### config.mk
export PLATFORM = sky130hd
export DESIGN_NAME = stack_core
export DESIGN_NICKNAME = d
export VERILOG_FILES = /design/src/design/ctrl_pkg.sv /design/src/design/isa_pkg.sv /design/src/design/exec_unit.sv /design/src/design/fetch_unit.sv /design/src/design/instr_dec.sv /design/src/design/lifo_stack.sv /design/src/design/stack_core.sv
export SDC_FILE = /design/constraint.sdc
export NUM_CORES = 1
export LEC_CHECK = 0
export ABC_AREA = 1
export BUFFER_PORTS_ARGS = -buffer_cell sky130_fd_sc_hd__buf_2
export CAP_MARGIN = 20
export CELL_PAD_IN_SITES_DETAIL_PLACEMENT = 1
export CELL_PAD_IN_SITES_GLOBAL_PLACEMENT = 1
export CORE_AREA = 4 4 167 169
export CTS_CLUSTER_DIAMETER = 100
export DETAILED_ROUTE_END_ITERATION = 7
export DIE_AREA = 0 0 171 173
export HOLD_SLACK_MARGIN = 0.03
export PLACE_DENSITY = 0.85
export SLEW_MARGIN = 20
export SYNTH_ARGS = -nofsm -noshare
export SYNTH_HDL_FRONTEND = slang
export SYNTH_SLANG_ARGS = --single-unit
export TNS_END_PERCENT = 10
### constraint.sdc
create_clock -name clk -period 7.2 [get_ports clk]
set_input_delay 0 -clock clk [delete_from_list [all_inputs] [get_ports clk]]
set_output_delay 0 -clock clk [all_outputs]
set_load 0.03 [all_outputs]
### src/design/ctrl_pkg.sv
/*
 * Control codes from the instruction decoder
 * to the fetch and execute units
 */
`default_nettype none

package ctrl_pkg;

	// ------------------------------------------------------------
	// ALU function
	// ------------------------------------------------------------
	localparam int alu_sel_bits = 3;
	// Pass hands operand B through untouched
	localparam logic [alu_sel_bits-1:0] alu_pass = 3'd0;
	localparam logic [alu_sel_bits-1:0] alu_add  = 3'd1;
	localparam logic [alu_sel_bits-1:0] alu_sub  = 3'd2;
	localparam logic [alu_sel_bits-1:0] alu_and  = 3'd3;
	localparam logic [alu_sel_bits-1:0] alu_orr  = 3'd4;
	localparam logic [alu_sel_bits-1:0] alu_xor  = 3'd5;

	// Source of operand B
	localparam int src_sel_bits = 2;
	localparam logic [src_sel_bits-1:0] src_mem = 2'd0;
	localparam logic [src_sel_bits-1:0] src_io  = 2'd1;
	localparam logic [src_sel_bits-1:0] src_acc = 2'd2;

	// Next program address
	localparam int br_sel_bits = 3;
	localparam logic [br_sel_bits-1:0] br_next = 3'd0;
	localparam logic [br_sel_bits-1:0] br_jump = 3'd1;
	localparam logic [br_sel_bits-1:0] br_zero = 3'd2;
	localparam logic [br_sel_bits-1:0] br_call = 3'd3;
	localparam logic [br_sel_bits-1:0] br_ret  = 3'd4;

endpackage

`default_nettype wire

### src/design/isa_pkg.sv
/*
 * Instruction set of the stack core
 * One 16-bit word per instruction with opcode over operand
 */
`default_nettype none

package isa_pkg;

	// Field widths
	localparam int opcode_bits    = 7;
	localparam int operand_bits   = 9;
	localparam int instr_bits     = opcode_bits + operand_bits;
	localparam int code_addr_bits = 9;
	localparam int data_addr_bits = 9;
	localparam int io_port_bits   = 3;

	// ------------------------------------------------------------
	// Opcodes (anything not listed executes as a nop)
	// ------------------------------------------------------------
	localparam logic [opcode_bits-1:0] op_nop   = 7'd0;
	localparam logic [opcode_bits-1:0] op_lod   = 7'd1;
	localparam logic [opcode_bits-1:0] op_set   = 7'd2;
	// Memory forms compute acc op mem
	localparam logic [opcode_bits-1:0] op_add   = 7'd3;
	localparam logic [opcode_bits-1:0] op_sub   = 7'd4;
	localparam logic [opcode_bits-1:0] op_and   = 7'd5;
	localparam logic [opcode_bits-1:0] op_orr   = 7'd6;
	localparam logic [opcode_bits-1:0] op_xor   = 7'd7;
	// Stack forms compute pop op acc
	localparam logic [opcode_bits-1:0] op_add_p = 7'd8;
	localparam logic [opcode_bits-1:0] op_sub_p = 7'd9;
	localparam logic [opcode_bits-1:0] op_and_p = 7'd10;
	localparam logic [opcode_bits-1:0] op_orr_p = 7'd11;
	localparam logic [opcode_bits-1:0] op_xor_p = 7'd12;
	// Flow control
	localparam logic [opcode_bits-1:0] op_jmp   = 7'd13;
	localparam logic [opcode_bits-1:0] op_jiz   = 7'd14;
	localparam logic [opcode_bits-1:0] op_cal   = 7'd15;
	localparam logic [opcode_bits-1:0] op_ret   = 7'd16;
	// I/O and push
	localparam logic [opcode_bits-1:0] op_inn   = 7'd17;
	localparam logic [opcode_bits-1:0] op_out   = 7'd18;
	localparam logic [opcode_bits-1:0] op_psh   = 7'd19;

	// Operand seen as code address or as I/O port number
	typedef union packed {
		logic [code_addr_bits-1:0] target;
		struct packed {
			logic [operand_bits-io_port_bits-1:0] spare;
			logic [io_port_bits-1:0]              port;
		} io;
	} operand_u;

	typedef struct packed {
		logic [opcode_bits-1:0] opcode;
		operand_u               operand;
	} instr_t;

endpackage

`default_nettype wire

### src/design/exec_unit.sv
/*
 * Execute unit
 * Operand selection, ALU, accumulator, data stack
 * and the registered output port
 */
`timescale 1ns/10ps
`default_nettype none

module exec_unit #(
	parameter int data_bits    = 16,
	parameter int dstack_depth = 8
) (
	input  logic                              clk,
	input  logic                              rst,
	input  logic [ctrl_pkg::alu_sel_bits-1:0]  alu_sel,
	input  logic [ctrl_pkg::src_sel_bits-1:0]  src_sel,
	input  logic                              acc_load,
	input  logic                              push,
	input  logic                              pop,
	input  logic                              out_strobe,
	input  logic [isa_pkg::io_port_bits-1:0]   port,
	input  logic [data_bits-1:0]              mem_data_rd,
	input  logic [data_bits-1:0]              io_in,
	output logic                              acc_zero,
	output logic [data_bits-1:0]              mem_data_wr,
	output logic                              out_en,
	output logic [isa_pkg::io_port_bits-1:0]   out_port,
	output logic [data_bits-1:0]              out_data
);

	import ctrl_pkg::*;

	logic [data_bits-1:0] acc;
	logic [data_bits-1:0] stack_top;
	logic [data_bits-1:0] opnd_a;
	logic [data_bits-1:0] opnd_b;
	logic [data_bits-1:0] alu_out;

	// ------------------------------------------------------------
	// Data stack
	// ------------------------------------------------------------
	// Always saves the accumulator before it changes
	lifo_stack #(
		.width(data_bits),
		.depth(dstack_depth)
	) i_dstack (
		.clk (clk),
		.rst (rst),
		.push(push),
		.pop (pop),
		.din (acc),
		.top (stack_top)
	);

	// ------------------------------------------------------------
	// Operands and ALU
	// ------------------------------------------------------------
	// Stack forms put the popped word on side A
	assign opnd_a = pop ? stack_top : acc;

	always_comb begin
		case (src_sel)
			src_io:  opnd_b = io_in;
			src_acc: opnd_b = acc;
			default: opnd_b = mem_data_rd;
		endcase
	end

	// Wraps modulo 2**data_bits
	always_comb begin
		case (alu_sel)
			alu_add: alu_out = opnd_a + opnd_b;
			alu_sub: alu_out = opnd_a - opnd_b;
			alu_and: alu_out = opnd_a & opnd_b;
			alu_orr: alu_out = opnd_a | opnd_b;
			alu_xor: alu_out = opnd_a ^ opnd_b;
			default: alu_out = opnd_b;
		endcase
	end

	// Accumulator
	always_ff @(posedge clk or posedge rst) begin
		if (rst) begin
			acc <= '0;
		end else if (acc_load) begin
			acc <= alu_out;
		end
	end

	assign acc_zero    = (acc == '0);
	// Store writes the current accumulator
	assign mem_data_wr = acc;

	// ------------------------------------------------------------
	// Output port
	// ------------------------------------------------------------
	// One-cycle strobe after the out instruction
	always_ff @(posedge clk or posedge rst) begin
		if (rst) begin
			out_en <= 1'b0;
		end else begin
			out_en <= out_strobe;
		end
	end

	// Port and value held until the next out
	always_ff @(posedge clk) begin
		if (out_strobe) begin
			out_port <= port;
			out_data <= acc;
		end
	end

endmodule

`default_nettype wire

### src/design/fetch_unit.sv
/*
 * Instruction fetch
 * Program counter, next-address choice and return stack
 */
`timescale 1ns/10ps
`default_nettype none

module fetch_unit #(
	parameter int rstack_depth = 8
) (
	input  logic                              clk,
	input  logic                              rst,
	input  logic [ctrl_pkg::br_sel_bits-1:0]  br_sel,
	input  logic [isa_pkg::code_addr_bits-1:0] target,
	input  logic                              acc_zero,
	output logic [isa_pkg::code_addr_bits-1:0] instr_addr
);

	import isa_pkg::*;
	import ctrl_pkg::*;

	logic [code_addr_bits-1:0] pc;
	logic [code_addr_bits-1:0] pc_inc;
	logic [code_addr_bits-1:0] pc_next;
	logic [code_addr_bits-1:0] ret_addr;

	assign pc_inc = pc + 1'b1;

	// ------------------------------------------------------------
	// Return stack
	// ------------------------------------------------------------
	// Call saves the address after itself
	lifo_stack #(
		.width(code_addr_bits),
		.depth(rstack_depth)
	) i_rstack (
		.clk (clk),
		.rst (rst),
		.push(br_sel == br_call),
		.pop (br_sel == br_ret),
		.din (pc_inc),
		.top (ret_addr)
	);

	// ------------------------------------------------------------
	// Next address
	// ------------------------------------------------------------
	always_comb begin
		case (br_sel)
			br_jump: pc_next = target;
			br_call: pc_next = target;
			// Taken only on a zero accumulator
			br_zero: pc_next = acc_zero ? target : pc_inc;
			br_ret:  pc_next = ret_addr;
			default: pc_next = pc_inc;
		endcase
	end

	always_ff @(posedge clk or posedge rst) begin
		if (rst) begin
			pc <= '0;
		end else begin
			pc <= pc_next;
		end
	end

	// Memory is addressed straight from the PC register
	assign instr_addr = pc;

endmodule

`default_nettype wire

### src/design/instr_dec.sv
/*
 * Instruction decoder
 * Combinational map from opcode to ALU, stack, memory,
 * I/O and branch controls
 */
`timescale 1ns/10ps
`default_nettype none

module instr_dec (
	input  isa_pkg::instr_t                  instr,
	output logic [ctrl_pkg::alu_sel_bits-1:0] alu_sel,
	output logic [ctrl_pkg::src_sel_bits-1:0] src_sel,
	output logic                             acc_load,
	output logic                             push,
	output logic                             pop,
	output logic                             mem_wr,
	output logic                             out_strobe,
	output logic [ctrl_pkg::br_sel_bits-1:0]  br_sel
);

	import isa_pkg::*;
	import ctrl_pkg::*;

	always_comb begin
		// Idle set that unknown opcodes also take
		alu_sel    = alu_pass;
		src_sel    = src_mem;
		acc_load   = 1'b0;
		push       = 1'b0;
		pop        = 1'b0;
		mem_wr     = 1'b0;
		out_strobe = 1'b0;
		br_sel     = br_next;

		case (instr.opcode)
			// ------------------------------------------------------------
			// Load, store and push
			// ------------------------------------------------------------
			// Old acc goes to the stack, memory word replaces it
			op_lod: begin
				push     = 1'b1;
				acc_load = 1'b1;
			end
			op_set: mem_wr = 1'b1;
			op_psh: push = 1'b1;

			// ------------------------------------------------------------
			// ALU memory forms
			// ------------------------------------------------------------
			op_add, op_sub, op_and, op_orr, op_xor: begin
				acc_load = 1'b1;
				case (instr.opcode)
					op_add:  alu_sel = alu_add;
					op_sub:  alu_sel = alu_sub;
					op_and:  alu_sel = alu_and;
					op_orr:  alu_sel = alu_orr;
					default: alu_sel = alu_xor;
				endcase
			end

			// Stack forms take the stack top as operand A and acc as B
			op_add_p, op_sub_p, op_and_p, op_orr_p, op_xor_p: begin
				acc_load = 1'b1;
				pop      = 1'b1;
				src_sel  = src_acc;
				case (instr.opcode)
					op_add_p: alu_sel = alu_add;
					op_sub_p: alu_sel = alu_sub;
					op_and_p: alu_sel = alu_and;
					op_orr_p: alu_sel = alu_orr;
					default:  alu_sel = alu_xor;
				endcase
			end

			// ------------------------------------------------------------
			// Flow control
			// ------------------------------------------------------------
			op_jmp: br_sel = br_jump;
			op_jiz: br_sel = br_zero;
			op_cal: br_sel = br_call;
			op_ret: br_sel = br_ret;

			// Input behaves like a load from the port
			op_inn: begin
				push     = 1'b1;
				acc_load = 1'b1;
				src_sel  = src_io;
			end
			op_out: out_strobe = 1'b1;

			default: ;
		endcase
	end

endmodule

`default_nettype wire

### src/design/lifo_stack.sv
/*
 * Last-in first-out store with a single pointer
 * Serves as return stack and as data stack
 */
`timescale 1ns/10ps
`default_nettype none

module lifo_stack #(
	parameter int width = 16,
	parameter int depth = 8
) (
	input  logic             clk,
	input  logic             rst,
	input  logic             push,
	input  logic             pop,
	input  logic [width-1:0] din,
	output logic [width-1:0] top
);

	// At least one pointer bit even for a single entry
	localparam int ptr_bits = (depth > 1) ? $clog2(depth) : 1;

	logic [width-1:0]    mem [depth];
	logic [ptr_bits-1:0] ptr;

	// Pointer marks the next free slot
	always_ff @(posedge clk or posedge rst) begin
		if (rst) begin
			ptr <= '0;
		end else if (push) begin
			ptr <= ptr + 1'b1;
		end else if (pop) begin
			ptr <= ptr - 1'b1;
		end
	end

	// Write into the free slot
	always_ff @(posedge clk) begin
		if (push) begin
			mem[ptr] <= din;
		end
	end

	// Newest entry sits just below the pointer
	assign top = mem[ptr - 1'b1];

endmodule

`default_nettype wire

### src/design/stack_core.sv
/*
 * Stack-accumulator processor core
 * Single-cycle fetch, decode and execute on external memories
 */
`timescale 1ns/10ps
`default_nettype none

module stack_core #(
	parameter int data_bits    = 16,
	parameter int rstack_depth = 8,
	parameter int dstack_depth = 8
) (
	input  logic                               clk,
	input  logic                               rst,
	input  isa_pkg::instr_t                    instr,
	output logic [isa_pkg::code_addr_bits-1:0] instr_addr,
	output logic [isa_pkg::data_addr_bits-1:0] mem_addr,
	input  logic [data_bits-1:0]               mem_data_rd,
	output logic                               mem_wr,
	output logic [data_bits-1:0]               mem_data_wr,
	input  logic [data_bits-1:0]               io_in,
	output logic [isa_pkg::io_port_bits-1:0]   in_port,
	output logic                               out_en,
	output logic [isa_pkg::io_port_bits-1:0]   out_port,
	output logic [data_bits-1:0]               out_data
);

	import isa_pkg::*;
	import ctrl_pkg::*;

	// Decoder controls
	logic [alu_sel_bits-1:0] alu_sel;
	logic [src_sel_bits-1:0] src_sel;
	logic [br_sel_bits-1:0]  br_sel;
	logic                    acc_load;
	logic                    push;
	logic                    pop;
	logic                    out_strobe;
	logic                    acc_zero;

	// ------------------------------------------------------------
	// Operand views
	// ------------------------------------------------------------
	// Data address shares the bits of the code target
	assign mem_addr = instr.operand.target[data_addr_bits-1:0];
	assign in_port  = instr.operand.io.port;

	fetch_unit #(
		.rstack_depth(rstack_depth)
	) i_fetch_unit (
		.clk       (clk),
		.rst       (rst),
		.br_sel    (br_sel),
		.target    (instr.operand.target),
		.acc_zero  (acc_zero),
		.instr_addr(instr_addr)
	);

	instr_dec i_instr_dec (
		.instr     (instr),
		.alu_sel   (alu_sel),
		.src_sel   (src_sel),
		.acc_load  (acc_load),
		.push      (push),
		.pop       (pop),
		.mem_wr    (mem_wr),
		.out_strobe(out_strobe),
		.br_sel    (br_sel)
	);

	exec_unit #(
		.data_bits   (data_bits),
		.dstack_depth(dstack_depth)
	) i_exec_unit (
		.clk        (clk),
		.rst        (rst),
		.alu_sel    (alu_sel),
		.src_sel    (src_sel),
		.acc_load   (acc_load),
		.push       (push),
		.pop        (pop),
		.out_strobe (out_strobe),
		.port       (instr.operand.io.port),
		.mem_data_rd(mem_data_rd),
		.io_in      (io_in),
		.acc_zero   (acc_zero),
		.mem_data_wr(mem_data_wr),
		.out_en     (out_en),
		.out_port   (out_port),
		.out_data   (out_data)
	);

endmodule

`default_nettype wire

# ---- Word level (Yosys, flattened, before mapping)
# Memories as Yosys holds them, arrays and structs flattened.
# Index checks and enable logic that the tools add are counted.
dict set report word_totals {
  rom_bits 0
  latch_bits 0
  reg_bits 51
  elab_cells 80
  n_memories 2
  output_inout_bits 58
  ramBits 200
  inputBits 50
}
# name depth word_bits read_ports rd_ports_with_merged_regs write_ports line
set memory_table {}
lappend memory_table {i_exec_unit.i_dstack.mem 8 16 1 0 1 lifo_stack.sv:23} ;# logic [width-1:0] mem [depth];
lappend memory_table {i_fetch_unit.i_rstack.mem 8 9 1 0 1 lifo_stack.sv:23}
dict set report classes {
  reduce_logical 8
  addsub 7
  div_mod_pow 0
  n_shift 0
  eq_ne 30
  n_mul 0
  n_lt_le_gt_ge 0
  bitwise_logic 3
  n_mux 23
}
# cell n
set ops {}
lappend ops {{$pmux W16 S5} 1}
lappend ops {{$eq A7 B4 Y1 const B} 8}
lappend ops {{$pmux W3 S4} 3}
lappend ops {{$pmux W16 S2} 1}
lappend ops {{$eq A7 B3 Y1 const B} 4}
lappend ops {{$eq A7 B5 Y1 const B} 4}
lappend ops {{$pmux W9 S3} 1}
lappend ops {{$add A16 B16 Y16} 1}
lappend ops {{$and A16 B16 Y16} 1}
lappend ops {{$logic_not A16 Y1} 1}
lappend ops {{$mux W16} 1}
lappend ops {{$or A16 B16 Y16} 1}
lappend ops {{$sub A16 B16 Y16} 1}
lappend ops {{$xor A16 B16 Y16} 1}
lappend ops {{$eq A7 B2 Y1 const B} 2}
lappend ops {{$eq A3 B2 Y1 const B} 4}
lappend ops {{$mux W3} 4}
lappend ops {{$reduce_or A12 Y1} 1}
lappend ops {{$reduce_or A5 Y1} 2}
lappend ops {{$add A9 B1 Y9 const B} 1}
lappend ops {{$eq A3 B3 Y1 const B} 3}
lappend ops {{$mux W1} 9}
lappend ops {{$mux W9} 1}
lappend ops {{$eq A7 B1 Y1 const B} 1}
lappend ops {{10 further kinds} 14}

# ---- Depth between registers and ports, before layout
# Gate-level depths: netlist of the first run.
dict set report depth {
  word_depth 7
  mapped_depth 34
  ltp_nobuf 32
}

# ---- Modules after synthesis
# A second synthesis of the first run with hierarchy kept.
dict set report unflattened {
  hier_cells 1702
  hier_area_um2 14403.8
}
# module seq_area_each_um2 instances cells_each area_each_um2
set modules_own_cells {}
lappend modules_own_cells {{lifo_stack at i_exec_unit.i_dstack} 3918.8 1 590 5810.6}
lappend modules_own_cells {exec_unit 996.0 1 587 4051.4}
lappend modules_own_cells {{lifo_stack at i_fetch_unit.i_rstack} 2237.1 1 349 3493.4}
lappend modules_own_cells {fetch_unit 225.2 1 108 674.4}
lappend modules_own_cells {instr_dec 0.0 1 56 284.0}
lappend modules_own_cells {stack_core 0.0 1 12 90.1}

# ---- Worst setup path after synthesis of the first run
# No wires, ideal clock.
dict set report synth_timing {
  kind {register to register}
  startpoint {register i_exec_unit.i_dstack.ptr[0]}
  endpoint {register i_exec_unit.acc[12] (netlist: i_exec_unit.mem_data_wr[12])}
  arrival_ns 3.924
  path_stages_with_launch 26
  setup_slack_ns 3.158
  path_buffers 5
  synth_period_minus_slack_ns 4.042
  setup_ns 0.118
  t_required_ns 7.082
  path_cell_list {dfrtp_1 -> inv_1 -> buf_2 -> buf_2 -> buf_2 -> ha_1 -> inv_1 -> clkbuf_1 -> buf_1 -> o21ai_0 -> o22ai_1 -> nand2_1 -> a31oi_1 -> inv_1 -> ha_1 -> fa_1 -> o31ai_1 -> nand2_1 -> nand2_1 -> nand4_1 -> nand2_1 -> nand2_1 -> nand3_1 -> nand3_1 -> nand2_1 -> nand2_1}
}
dict set report synth_between {
  elab_chain_len 5
  word_cells_on_any_way 9
  cone_classes {add/sub (3); mux (2); bitwise (3); memory (1)}
}
# element line
set synth_lines {}
lappend synth_lines {{from (decl)} lifo_stack.sv:24} ;# logic [ptr_bits-1:0] ptr;
lappend synth_lines {{from (signal assigned)} lifo_stack.sv:31} ;# ptr <= ptr + 1'b1;
lappend synth_lines {{from (signal assigned)} lifo_stack.sv:33} ;# ptr <= ptr - 1'b1;
lappend synth_lines {{$sub A3 B1 Y3 *} lifo_stack.sv:45} ;# assign top = mem[ptr - 1'b1];
lappend synth_lines {{$mem_v2 Z8 W16 *} -}
lappend synth_lines {{$mux W16 *} exec_unit.sv:59} ;# assign opnd_a = pop ? stack_top : acc;
lappend synth_lines {{$sub A16 B16 Y16 (tied with other cells)} exec_unit.sv:73} ;# alu_sub: alu_out = opnd_a - opnd_b;
lappend synth_lines {{$pmux W16 S5 *} exec_unit.sv:71} ;# case (alu_sel)
lappend synth_lines {{to (signal assigned)} exec_unit.sv:86} ;# acc <= alu_out;
lappend synth_lines {{to (decl)} exec_unit.sv:33} ;# logic [data_bits-1:0] acc;
# Mark *: on every way between the ends. The rest lies on a longest branch, timed or not.
# A chain may end at the register's enable or synchronous reset.

# ---- Worst setup path after layout of the first run
dict set report layout_timing {
  startpoint {input instr[11] in the netlist's numbering}
  endpoint {register i_exec_unit.acc[14] (netlist: i_exec_unit.mem_data_wr[14])}
}
dict set report layout_between {
  elab_chain_len 7
  word_cells_on_any_way 36
  cone_classes {add/sub (2); eq/ne (19); mux (9); bitwise (3); reduce/logical (3)}
}
# element line
set layout_lines {}
lappend layout_lines {{from (decl)} stack_core.sv:15} ;# input isa_pkg::instr_t instr,
lappend layout_lines {{$eq A7 B4 Y1 (on tied branches)} {instr_dec.sv:35, instr_dec.sv:66}}
lappend layout_lines {{$reduce_or A5 Y1} instr_dec.sv:35} ;# case (instr.opcode)
lappend layout_lines {{$pmux W2 S2} instr_dec.sv:35}
lappend layout_lines {{$eq A2 B2 Y1 or $eq A2 B1 Y1 (tied branches)} exec_unit.sv:62} ;# case (src_sel)
lappend layout_lines {{$pmux W16 S2} exec_unit.sv:62}
lappend layout_lines {{$sub A16 B16 Y16 (tied with other cells)} exec_unit.sv:73}
lappend layout_lines {{$pmux W16 S5} exec_unit.sv:71}
# Parallel ways exist; a longest one is shown, timed or not.

==> results of run 1 <==
==> registers in the layout, summed over array words and instances, names as in the netlist <==
| name | count |
|---|---|
| i_exec_unit.i_dstack.mem | 128 |
| i_fetch_unit.i_rstack.mem | 72 |
| i_fetch_unit.instr_addr | 9 |
| i_exec_unit.mem_data_wr | 16 |
| i_fetch_unit.i_rstack.ptr | 3 |
| i_exec_unit.out_port | 3 |
| i_exec_unit.out_data | 16 |
| i_exec_unit.out_en | 1 |
| i_exec_unit.i_dstack.ptr | 3 |
==> kinds of logic (layout without fill, tap and decap cells) <==
logic type | after synthesis | count (layout) | synth area share (%)
AO/OA/AOI/OAI | 235 | 235 | 10.4
XOR/XNOR | 32 | 32 | 2.11
adder cells (fa/ha/maj) | 55 | 55 | 5.23
buffers and inverters | 180 | 320 | 5.95
flip-flops | 251 | 251 | 55.5
other | 0 | 1 | 0
AND/OR/NAND/NOR | 658 | 658 | 20.8
==> per-layer routing <==
layer | track usage (%) | wire length [microns] | vias up
met5 | 0 | 20 | -
met4 | 11.5 | 1900 | 2
met3 | 4.32 | 2740 | 128
met2 | 54.3 | 23700 | 501
met1 | 37.6 | 17300 | 5752
li1 | - | - | 5063
==> power by group <==
part           internal [uW]  leakage (uW)  switching [uW]
Clock                    832      0.000467             614
Combinational            686       0.00350            1750
Sequential              1820       0.00238             134
Total                   3340       0.00635            2500
==> final timing paths <==
path                                             start  slack [ps]                      endpoint
max                                          instr[11]        2250   i_exec_unit.mem_data_wr[14]
min                                           io_in[3]          40    i_exec_unit.mem_data_wr[3]
max reg2reg                i_exec_unit.i_dstack.ptr[1]        2400   i_exec_unit.mem_data_wr[12]
min reg2reg                 i_exec_unit.mem_data_wr[9]         610    i_exec_unit.mem_data_wr[9]
max in group asynchronous                          rst        6580  i_fetch_unit.i_rstack.ptr[0]
min in group asynchronous                          rst         170   i_exec_unit.i_dstack.ptr[0]
==> what timing repair did <==
item / CTS / global route
endpoints found under the setup margin: 0 / 0
hold endpoints to repair: 51 / 0
hold buffers: 17 / 0
==> through the flow <==
| step | power [uW] | instance area (sq um) |
|---|---|---|
| 2_1_floorplan | 3470 | 13300 |
| 3_3_place_gp | 4210 | 14200 |
| 3_5_place_dp | 4330 | 14200 |
| 4_1_cts | 5810 | 15300 |
| 5_1_grt | 6150 | 15300 |
| 6_report | 5840 | 15300 |
==> Yosys cell counts (all sizes together) <==
library cell,count
o21a,2
o21ai,127
o311ai,4
buf,38
o2111ai,4
nor4,5
xnor2,6
nand3b,5
or2,14
o211ai,9
o2bb2ai,1
nand2,357
o31ai,2
a31oi,17
dfrtp,32
fa,1
o221ai,8
nor2,177
a32o,1
o22ai,32
inv,110
clkinv,1
o221a,2
xor2,26
edfxtp,219
a21o,1
a21oi,19
and2,2
a32oi,1
a221oi,2
nor3,24
o21bai,3
nand3,67
clkbuf,31
ha,54
nand4,7
==> worst register-to-register path: stages, from the launching register on <==
cell and delay (ps):
sky130_fd_sc_hd__dfrtp_1 420, sky130_fd_sc_hd__inv_1 130, sky130_fd_sc_hd__ha_1 330, sky130_fd_sc_hd__inv_1 590, sky130_fd_sc_hd__buf_4 310, sky130_fd_sc_hd__o21ai_0 110, sky130_fd_sc_hd__o22ai_1 190, sky130_fd_sc_hd__nand2_1 130
sky130_fd_sc_hd__a31oi_1 360, sky130_fd_sc_hd__inv_1 150, sky130_fd_sc_hd__ha_1 250, sky130_fd_sc_hd__fa_1 450, sky130_fd_sc_hd__o31ai_1 470, sky130_fd_sc_hd__nand2_1 100, sky130_fd_sc_hd__nand2_1 120, sky130_fd_sc_hd__nand4_1 110
sky130_fd_sc_hd__nand2_1 80, sky130_fd_sc_hd__nand2_1 50, sky130_fd_sc_hd__nand3_1 110, sky130_fd_sc_hd__nand3_1 100, sky130_fd_sc_hd__nand2_1 80, sky130_fd_sc_hd__nand2_1 50
==> final cells by class <==
class,count,area [sq um],share of cell area (%)
repair buffers,156,946,6.19
multi-input cells,980,5170,33.8
diodes,1,2.50,0.0164
flip-flops and latches,251,7380,48.3
well taps,341,427,2.79
clock inverters,16,134,0.876
inverters,111,422,2.76
clock buffers,37,806,5.27
==> reports/summary.md, run 1 <==
The run finished with clean final reports. The per-instance average area after synthesis was 9.42 sq um. The worst setup path is launched from a primary input.

The tree is rooted in a sky130_fd_sc_hd__clkbuf_16. After clock tree synthesis, the repair step resized 0 gates. The die is 171 microns wide. The number of hold violations in the final report is 0, and the count of mapped cells out of synthesis is 1411. After synthesis, the largest area contributor takes up 49.5% of total cell area. The setup skew after layout came out at 15.6 ps. The most used cell along the critical path is sky130_fd_sc_hd__nand2_1. The detail route stage leaves a number of antenna-violating nets equal to 0. The logs give 68 for the pin count of the biggest net entering global routing and 60 for the standard-cell row count.

For the number of cells in the finished layout apart from fillers, the log shows 1893. For the number of inserted filler cells in the final layout, the log shows 3045. The initial antenna violation count is 2, and the synthesized cell area is 13300 sq um.

The placed wire-length estimate was 30.4 mm; the number of CTS-inserted buffers was 29. The tools report the worst slew margin relative to its limit as 26.2%. After the last flow step, the layout net total stands at 1634. For the max-slew violation count, the log shows 0.

The depth of the worst register-to-register path was 21; the maximum net fanout on the critical path was 42. STA classifies the critical path endpoint as a flip-flop. In the final timing run, aggregate negative setup slack is 0 ps. The largest stage delay on the critical path came out at 630 ps.

Broken down by cell family, the worst path's largest delay share belongs to simple AND/OR/NAND/NOR gates. Setup repair after global routing left no endpoint under its margin. Commonest non-fill, non-tap cell in the layout: sky130_fd_sc_hd__nand2_1.

In the post-synthesis netlist, the biggest area contributors are sky130_fd_sc_hd__edfxtp_1, sky130_fd_sc_hd__nand2_1, sky130_fd_sc_hd__dfrtp_1. The total length of routed wires was 45.8 mm. The run gives 272 uV as the highest ir drop seen on vdd. Max-cap violations in this run came to 0. The fraction of final layout cells sized beyond drive strength 1 came out at 15.2%.

The first TritonRoute pass finished after 5 iterations. Counting instances, the worst hold path has a depth of 7. The tools report the die area as 29600 sq um. The worst hold path belongs to the class in -> reg. The cell total after placement is 1822, and the buffers plus inverters on the worst setup path is 9. The total of flip-flops plus latches after synthesis was 251. Yosys printed 0 warnings.

The net count after synthesis was 1516; the area of the placeable core was 26600 sq um. The slowest stage of the critical path belongs to the cell sky130_fd_sc_hd__ha_1. For the final weighted congestion in routability-driven placement, the log shows 0.926. From synthesis to final layout, the design area changed by 15.0%. Clock-pin slew was measured on the worst setup and hold paths at 60 ps. The run gives 570 ps as the source-to-sink clock delay at the later pin of the worst-skew pair. The die height is 173 microns, and the data arrival time of the critical path is 5390 ps. The routed layout has 11.4k vias. The worst path needs 4950 ps of the cycle, external delays included.

The tools report the post-CTS setup buffer count as 0. The sequential share of the synthesized area is 55.5%. TritonCTS built the clock tree. Using the TritonRoute via totals, the vias-per-cell ratio works out to 6.05. The H-tree depth was 1; the pin slew with the least headroom to its limit was 1100 ps. The average routed wire per standard cell came out at 24.2 microns. The run gives 12.1k as the via count of the first global-routing pass. The count of buffers added on input and output ports is 107. In this run the count of I/O pins placed on the die edge is 108. Maximum buffer depth of the clock tree: 3. STA puts the critical path data required time at 7640 ps.

The initial standard-cell utilization of the core is 50.0%, and the leakage component of the power is 0.00635 uW. The synthesized netlist contains 51 unique library cells. The library cells used most frequently in the layout, excluding fill and tap cells, are sky130_fd_sc_hd__nand2_1, sky130_fd_sc_hd__edfxtp_1, sky130_fd_sc_hd__nor2_1.

The total grt overflow is 0, and the worst slack at placement is 2320 ps. The first global-routing pass estimated 70.2 mm of wire. The tightest hold path in the finished design has a slack of 42.3 ps.

In the routed design, unresolved DRC markers number 0. The clock drives 251 sinks. Global routing consumed, over all layers together, 30.6% of the routing resources. Timing would allow up to 0.202 GHz.

The areal power density over the cells works out to 382 nW/um^2. The critical path is of the in -> reg type. Dividing the final minimum period by the clock period gives 68.8%.

The cell accounting for the most synthesized area was sky130_fd_sc_hd__edfxtp_1. The end-of-flow core utilization was 57.5%. The tools report the final setup slack of the worst path as 2250 ps.

In this run, the number of DRC markers left after iteration 0 of detailed routing was 1019. The setup-violating endpoint count in the final report came out at 0. The critical path crosses 32 cells after its start point.
Power figures use the tool's default switching activity.
==> inputs of run 2 (changes only) <==
- ABC_AREA: 1 -> 0
- CORE_AREA: 4 4 167 169 -> 4 4 164 166
- DIE_AREA: 0 0 171 173 -> 0 0 168 170
- PLACE_DENSITY: 0.85 -> 0.8
- clock period: 7.2 -> 4.92 ns (I/O delays scaled with it)
==> run 2 against run 1 <==
Net effect:
- first-iteration DRC count down 31%
- utilization down 0.53 points
- cell count down 27%
- critical path depth down 16
- routed wire length down 21%
- synthesized cell count down 35%
- clock-buffer cell count down 6
- total power up 32%
- synthesized area down 5.4%
- combinational power up 14%
==> reports/summary.md, run 2 <==
The run gives 26 (-10%) as the number of CTS-inserted buffers. The tools report the net count after synthesis as 1024 (-32%). The tools report the final layout net count as 1140 (-30%). Post-synthesis mux area share: 11.7% (+12 points). Walking the worst path, the cells encountered are inv_1 -> ha_1 -> buf_12 -> mux4_1 -> mux2i_1 -> nor2_1 -> a21oi_1 -> inv_1 -> ha_1 -> nor2b_1 -> o31a_1 -> o31a_1 -> a31oi_1 -> xor2_1 -> o22ai_1 -> a22o_1.

The logs give 59 (+16%) for the distinct cell type count after synthesis and 0 (unchanged) for the final antenna-violating net count. Area fraction of the dominant cell type after synthesis: 52.3% (+2.8 points). The tools report the highest ir drop seen on vdd as 368 uV (+35%). The tools report the setup skew after layout as 11.2 ps (-4.40 ps).

The largest stage delay on the critical path is 480 ps (-150 ps). For the placed wire-length estimate, the log shows 25.4 mm (-16%). Classification of the worst setup path: reg -> reg. Sequential cell area: 7380 sq um (unchanged). The fraction of the mapped netlist area in adder cells came out at 5.53% (+0.30 points). The most instantiated library cell after synthesis is sky130_fd_sc_hd__edfxtp_1. The die height was 170 microns (-1.7%); the die area was 28600 sq um (-3.5%). Part of the total power dissipated in the clock network: 26.7% (+1.9 points). The number of vias in the routed layout was 8538 (-25%); the data required time of the critical path was 5340 ps (-2300 ps). The standard-cell row count was 59 (-1.7%); the number of enable-type register cells in the synthesized netlist was 219 (unchanged). Leaving out fill and tap cells, the most frequent cell in the layout is sky130_fd_sc_hd__edfxtp_1. The tools report the footprint of the multi-input gates as 4800 sq um (-7.2%). The tools report the worst slew margin relative to its limit as 30.9% (+4.7 points). The end-of-flow core utilization is 57.0% (-0.53 points). The data arrival time of the critical path is 4950 ps (-440 ps), and the flip-flop count of the largest register, all copies and words added is 128 (unchanged). For the starting DRC count in detailed routing, the log shows 707 (-31%). For the total grt overflow, the log shows 0 (unchanged). The remaining routing DRC violations was 0 (unchanged). The total net switching power is 2720 uW (+8.6%).

The tools report the post-CTS setup buffer count as 0 (unchanged). Number of buffer cells added on primary ports: 107 (unchanged). The floorplan die width was 168 microns (-1.8%); the final critical-path share of the clock period was 92.0%.

The largest total area in the synthesized netlist belongs to sky130_fd_sc_hd__edfxtp_1. Parity-gate share of the synthesized area counting xor and xnor cells: 2.57% (+0.46 points). The initial antenna violation count was 2 (unchanged); the first-pass GRT wire length was 54.7 mm (-22%). By count the netlist is led by sky130_fd_sc_hd__edfxtp_1, sky130_fd_sc_hd__ha_1, sky130_fd_sc_hd__a21oi_1.

Via count of the first global-routing pass: 8764 (-28%). For the pin count of the biggest net entering global routing, the log shows 39 (-43%). The internal power is 5010 uW (+50%), and the average routed wire per standard cell is 26.0 microns (+7.5%). Yosys attributes the largest share of cell area to sky130_fd_sc_hd__edfxtp_1, sky130_fd_sc_hd__mux4_2, sky130_fd_sc_hd__dfrtp_1.

The cell sitting at the root of the clock tree is a sky130_fd_sc_hd__clkbuf_16. For the power consumption, the log shows 7730 uW (+32%). For the count of mapped cells out of synthesis, the log shows 919 (-35%). The library cell contributing the largest single delay on the critical path was sky130_fd_sc_hd__dfrtp_2. Number of search-and-repair iterations in the first detailed-routing pass: 5 (unchanged). The synthesized cell area was 12600 sq um (-5.4%); the pin slew with the least headroom to its limit was 1030 ps (-69.5 ps). The total of flip-flops plus latches after synthesis was 251 (unchanged). The sequential share of power was 37.2% (+3.7 points); the portion of total power attributed to combinational logic was 36.1% (-5.7 points).

The initial standard-cell utilization of the core was 49.1% (-0.92 points). Clock-pin slew of the registers on the worst-case setup and hold paths: 60 ps (about the same). The number of inserted filler cells in the final layout came out at 2488 (-18%). The total length of routed wires is 36.1 mm (-21%).

TritonCTS built the clock tree. The register with the most flip-flops in the final layout is i_exec_unit.i_dstack.mem. The post-route worst hold slack was 22.2 ps (-20.1 ps); the H-tree depth was 1 (unchanged). Max-capacitance violation count: 0 (unchanged).

The area growth from synthesis to layout is 16.1%. The path class of the tightest hold or removal check is in -> reg. In the layout the commonest cells are sky130_fd_sc_hd__edfxtp_1, sky130_fd_sc_hd__buf_2, sky130_fd_sc_hd__ha_1.

The run gives 0 (unchanged) as the number of hold violations in the final report. For the aggregate global-route resource usage, the log shows 25.0% (-5.5 points). The areal power density over the cells came out at 529 nW/um^2 (+39%). The worst path in the final design needs a cycle of 4530 ps, including I/O delays and setup.

The dominant combinational cell family by area after synthesis was multiplexers. The final design instance area without fill is 14600 sq um (-4.5%), and the setup-violating endpoint count in the final report is 0 (unchanged). The maximum net fanout on the critical path works out to 25 (-40%).

The achievable clock frequency was 0.221 GHz; the leakage component of the power was 0.00554 uW (-13%). Number of top-level pins: 108 (unchanged). The run gives 0 ps (unchanged) as the setup TNS. The buffers plus inverters on the worst setup path was 3 (-6); the per-instance average area after synthesis was 13.7 sq um (+45%). The maximum buffer depth of the clock tree came out at 3 (unchanged). The source-to-sink clock delay at the later pin of the worst-skew pair was 540 ps (-30 ps). Fraction of final layout cells sized beyond drive strength 1: 25.0% (+9.8 points).

The max-slew violation count is 0 (unchanged), and the area of the placeable core is 25600 sq um (-3.6%). Final weighted congestion in routability-driven placement: 0.869 (-6.1%). The flow ran to the end, and the final reports show no timing, DRC or antenna violations.

The proportion of synthesized flip-flops having asynchronous set or reset came out at 12.7% (unchanged). For the sequential share of the synthesized area, the log shows 58.7% (+3.2 points). The kind of end point of the critical path is a flip-flop.

The share of the synthesized area in compound gates (AO/OA/AOI/OAI) works out to 10.3% (-0.094 points). Share of total power consumed by net switching: 35.1% (-7.7 points). The tools report the startpoint class of the critical path as a flip-flop. The dominant synthesized flop cell is sky130_fd_sc_hd__edfxtp_1.

Among cell families on the critical path, the largest total delay comes from compound AO/OA/AOI/OAI gates. In the final layout, the registers with the most flip-flops are i_exec_unit.i_dstack.mem: 128 flops, i_fetch_unit.i_rstack.mem: 72 flops. The number of vias per cell was 6.14 (+1.5%); the number of synthesis warnings was 0 (unchanged).

The tools report the CTS sink count as 251 (unchanged). Setup repair after global routing left no endpoint under its margin. The simple-gate share of the synthesized area came out at 7.35% (-13 points).

The run gives 13600 sq um (-4.2%) as the total placed instance area.
## run 2: changes by cell type after synthesis, sizes merged, moves of 50 or more
cell	previous run	this run
inv	110	48
mux4	0	50
nand2	357	42
nand3	67	7
nor2	177	45
o21ai	127	42
## run 2: metal layers
metal  vias up  global-route usage (%)  share of wire, %
li1       3763                       -                 -
met1      4424                    32.8                40
met2       288                    43.4                51
met3        63                    3.46               5.4
met4         0                    8.43               3.4
met5         -                       0                 0
## run 2: cells by family after synthesis
logic type | after synthesis
buffers and inverters | 111
AO/OA/AOI/OAI | 201
adder cells (fa/ha/maj) | 55
multiplexers | 81
AND/OR/NAND/NOR | 184
flip-flops | 251
XOR/XNOR | 36
## run 2: worst register-to-register path, cell delays in order, from the launching register on
cell                      delay (ps)
sky130_fd_sc_hd__dfrtp_2         480
sky130_fd_sc_hd__inv_1           130
sky130_fd_sc_hd__ha_1            430
sky130_fd_sc_hd__buf_12          230
sky130_fd_sc_hd__mux4_1          320
sky130_fd_sc_hd__mux2i_1         290
sky130_fd_sc_hd__nor2_1          110
sky130_fd_sc_hd__a21oi_1         410
sky130_fd_sc_hd__inv_1           150
sky130_fd_sc_hd__ha_1            310
sky130_fd_sc_hd__nor2b_1         140
sky130_fd_sc_hd__o31a_1          300
sky130_fd_sc_hd__o31a_1          280
sky130_fd_sc_hd__a31oi_1         200
sky130_fd_sc_hd__xor2_1          270
sky130_fd_sc_hd__o22ai_1         140
sky130_fd_sc_hd__a22o_1          230
## run 2: power groups by stage
stage,logic (uW),registers (uW),clock network (uW)
floorplan,1780,2940,0
global placement,2630,2890,0
detailed placement,2740,2910,0
CTS,2780,2860,2090
global route,3000,2890,2190
finish,2790,2870,2060
## run 2: stage by stage
stage          setup slack (ps)  cells
3_3_place_gp                337   1332
3_5_place_dp                189   1332
4_1_cts                     228   1389
5_1_grt                    91.4   1391
2_1_floorplan               379    919
6_report                    392   1391
## run 2: final timing paths
| kind | startpoint | to | slack, ps | depth (start not counted) |
|---|---|---|---|---|
| setup reg to reg | i_exec_unit.i_dstack.ptr[1] | i_exec_unit.mem_data_wr[9] | 390 | 16 |
| hold reg to reg | i_exec_unit.i_dstack.ptr[0] | i_exec_unit.i_dstack.ptr[0] | 690 | 2 |
| hold / removal | instr[12] | i_exec_unit.out_en | 20 | 4 |
| setup / recovery | i_exec_unit.i_dstack.ptr[1] | i_exec_unit.mem_data_wr[9] | 390 | 16 |
| max in group asynchronous | rst | i_exec_unit.i_dstack.ptr[0] | 4410 | 4 |
| min in group asynchronous | rst | i_exec_unit.out_en | 120 | 4 |
## run 2: final cells by class
type	instances	area share, %
Sequential cell	251	50.5
Multi-Input combinational cell	557	32.9
Timing Repair Buffer	151	6.27
Clock buffer	31	4.86
Tap cell	335	2.87
Clock inverter	16	1.33
Inverter	48	1.23
Antenna cell	2	0.0343
## run 2: repair_timing
item / CTS / global route
endpoints found under the hold margin: 44 / 0
resized for setup: 0 / 3
hold buffers: 10 / 0
endpoints found under the setup margin: 0 / 4
==> inputs of run 3 (changes only) <==
- CORE_AREA: 4 4 164 166 -> 4 4 161 163
- CTS_BUF_LIST: not set -> sky130_fd_sc_hd__clkbuf_8
- DIE_AREA: 0 0 168 170 -> 0 0 165 167
- PLACE_DENSITY: 0.8 -> 0.82
- SETUP_SLACK_MARGIN: not set -> 0.3
==> run 3 against run 2 <==
Net effect:
- via count is 1.2% higher
- first-iteration DRC count is 18% higher
- highest routed layer is now met5
- cell area is 0.86% lower
- worst hold slack worse by 4.6 ps
- largest power group unchanged
- clock power is 17% lower
- maximum frequency is 0.90% higher
- clock-buffer cell count is 16 higher
==> reports/summary.md, run 3 (synthesis results as in run 2) <==
From synthesis to final layout, the design area changed by 15.1%. The run gives 42 (+62%) as the number of CTS-inserted buffers. The setup TNS is 0 ps (unchanged), and the number of vias in the routed layout is 8640 (+1.2%). The total grt overflow is 0 (unchanged), and the aggregate global-route resource usage is 26.9% (+1.9 points). The number of top-level pins was 108 (unchanged); the areal power density over the cells was 510 nW/um^2 (-3.6%). The time the final worst path needs with I/O delays and setup came out at 4490 ps (-40.3 ps).

Ranked by flip-flop count, first place goes to i_exec_unit.i_dstack.mem. The die height works out to 167 microns (-1.8%). The tools report the final weighted congestion in routability-driven placement as 0.877 (+0.89%).

The tools report the worst slew margin relative to its limit as 23.5% (-7.4 points). For the pin count of the biggest net entering global routing, the log shows 33 (-15%). The critical path is of the reg -> reg type. The H-tree depth was 2 (+1); the initial standard-cell utilization of the core was 51.7% (+2.6 points).

The run gives 837 (+18%) as the starting DRC count in detailed routing. The tools report the initial antenna violation count as 5 (+3). The end-of-flow core utilization was 59.5% (+2.5 points); the number of buffer cells added on primary ports was 107 (unchanged). Setup repair after global routing left no endpoint under its margin. For the number of cells in the finished layout apart from fillers, the log shows 1410 (+1.4%). The average routed wire per standard cell was 26.2 microns (+0.94%). The via count of the first global-routing pass is 9182 (+4.8%).

Floorplan die width: 165 microns (-1.8%). The footprint of the multi-input gates was 4830 sq um (+0.65%). The setup skew after layout was 20.4 ps (+9.15 ps); the fraction of final layout cells sized beyond drive strength 1 was 26.2% (+1.1 points). The tools report the area of the placeable core as 24300 sq um (-5.1%). Leaving out fill and tap cells, the most frequent cell in the layout is sky130_fd_sc_hd__edfxtp_1. The highest ir drop seen on vdd is 352 uV (-4.6%), and the flip-flop count of the largest register, all copies and words added is 128 (unchanged). The data arrival time of the critical path came out at 4920 ps (-30 ps). The tools report the number of inserted filler cells in the final layout as 2433 (-2.2%). The flow ran to the end, and the final reports show no timing, DRC or antenna violations. For the leakage component of the power, the log shows 0.00555 uW (+0.24%). The run gives 3 (unchanged) as the maximum buffer depth of the clock tree. The remaining routing DRC violations was 0 (unchanged); the cell total after placement was 1319 (-0.98%). The maximum net fanout on the critical path is 32 (+28%). The largest stage delay on the critical path came out at 480 ps (about the same). Traced cell by cell, the critical path runs through inv_1 -> ha_1 -> buf_12 -> mux4_2 -> mux2i_1 -> nor2_1 -> a21oi_1 -> inv_1 -> ha_1 -> or3_1 -> o31a_1 -> a31oi_1 -> xor2_1 -> o22ai_1 -> a22o_1. Final critical-path share of the clock period: 91.2% (-0.82 points). Post-CTS setup buffer count: 0 (unchanged). The power consumption was 7380 uW (-4.5%); the data required time of the critical path was 5350 ps (about the same). The library cells used most frequently in the layout, excluding fill and tap cells, are sky130_fd_sc_hd__edfxtp_1, sky130_fd_sc_hd__buf_2, sky130_fd_sc_hd__inv_1. For the first-pass GRT wire length, the log shows 56.0 mm (+2.3%). The largest registers in the layout are i_exec_unit.i_dstack.mem: 128 flops, i_fetch_unit.i_rstack.mem: 72 flops. Total length of routed wires: 37.0 mm (+2.3%).

The tools report the startpoint class of the critical path as a flip-flop. The number of vias per cell came out at 6.13 (-0.17%). The run gives 0 (unchanged) as the final antenna-violating net count. The logs give 1155 (+1.3%) for the final layout net count and 25.5 mm (+0.16%) for the placed wire-length estimate.

The sequential cell area came out at 7380 sq um (unchanged). The max-slew violation count was 0 (unchanged). The tools report the number of hold violations in the final report as 0 (unchanged). TritonCTS built the clock tree.

The clock-pin slew of the registers on the worst-case setup and hold paths was 60 ps (about the same). For the achievable clock frequency, the log shows 0.223 GHz (+0.90%). The clock root buffer master is sky130_fd_sc_hd__clkbuf_8. Setup-violating endpoint count in the final report: 0 (unchanged). The library cell contributing the largest single delay on the critical path is sky130_fd_sc_hd__dfrtp_2.

The standard-cell row count is 57 (-3.4%). The pin slew with the least headroom to its limit is 1140 ps (+113 ps). The kind of end point of the critical path was a flip-flop.

The max-capacitance violation count is 0 (unchanged). For the CTS sink count, the log shows 251 (unchanged). The die area came out at 27600 sq um (-3.5%).

The source-to-sink clock delay at the later pin of the worst-skew pair is 550 ps (about the same), and the number of search-and-repair iterations in the first detailed-routing pass is 5 (unchanged). Worst min-delay path class: in -> reg.
-- run 3: cell types whose count changed in the layout (fill, tap and decap cells not counted), moves of 3 or more --
cell,previous run,this run
sky130_fd_sc_hd__clkbuf_16,26,0
sky130_fd_sc_hd__bufinv_16,4,0
sky130_fd_sc_hd__a21oi_1,52,49
sky130_fd_sc_hd__clkbuf_8,4,47
sky130_fd_sc_hd__a21oi_2,1,4
sky130_fd_sc_hd__inv_1,47,66
sky130_fd_sc_hd__clkinv_2,6,2
-- run 3: final timing paths --
check	start	to	slack, ps	cells after the start
hold / removal	mem_data_rd[1]	i_exec_unit.mem_data_wr[1]	20	5
setup / recovery	i_exec_unit.i_dstack.ptr[1]	i_exec_unit.mem_data_wr[9]	430	15
hold reg to reg	i_exec_unit.i_dstack.ptr[0]	i_exec_unit.i_dstack.ptr[0]	650	2
setup reg to reg	i_exec_unit.i_dstack.ptr[1]	i_exec_unit.mem_data_wr[9]	430	15
min in group asynchronous	rst	i_fetch_unit.instr_addr[7]	130	4
max in group asynchronous	rst	i_exec_unit.i_dstack.ptr[1]	4390	4
-- run 3: what timing repair did --
item,4_1_cts,5_1_grt
hold buffers,11,0
resized for setup,0,14
hold endpoints to repair,45,0
endpoints found under the setup margin,0,9
-- run 3: layout make-up --
type                    count  area share (%)
flip-flops and latches    251            51.0
multi-input cells         557            33.4
repair buffers            150            6.21
clock buffers              47            4.47
well taps                 324            2.80
inverters                  48            1.24
clock inverters            29           0.873
diodes                      4          0.0691
-- run 3: critical path: cells and delay by family (launching register included) --
family          cells  cell delay (ps)
compound gates      5             1320
fa+ha+maj           2              690
mux                 2              640
buf+inv             3              510
flops               1              480
simple gates        2              460
xor+xnor            1              260
-- run 3: per-stage QoR --
| step | hold slack [ps] | area (sq um) | setup WS, ps |
|---|---|---|---|
| 2_1_floorplan | 98.9 | 12600 | 379 |
| 3_3_place_gp | 131 | 13500 | 388 |
| 3_5_place_dp | 143 | 13500 | 85.0 |
| 4_1_cts | 30.3 | 14400 | 315 |
| 5_1_grt | 63.1 | 14500 | 324 |
| 6_report | 17.6 | 14500 | 432 |
-- run 3: per-layer routing --
metal | part of all wire [%] | GRT usage (%) | wire length (microns)
met2 | 49 | 43.1 | 18200
met5 | 0.035 | 0 | 13
met3 | 4.8 | 4.92 | 1790
met1 | 43 | 37.3 | 15800
met4 | 3.0 | 9.26 | 1120
-- run 3: report_power, final --
group / leakage, uW / switching, uW / total (uW) / internal (uW)
clock network: 0.000461 / 828 / 1710 / 878
registers: 0.00238 / 274 / 2900 / 2620
logic: 0.00271 / 1640 / 2780 / 1140
total: 0.00555 / 2740 / 7380 / 4640
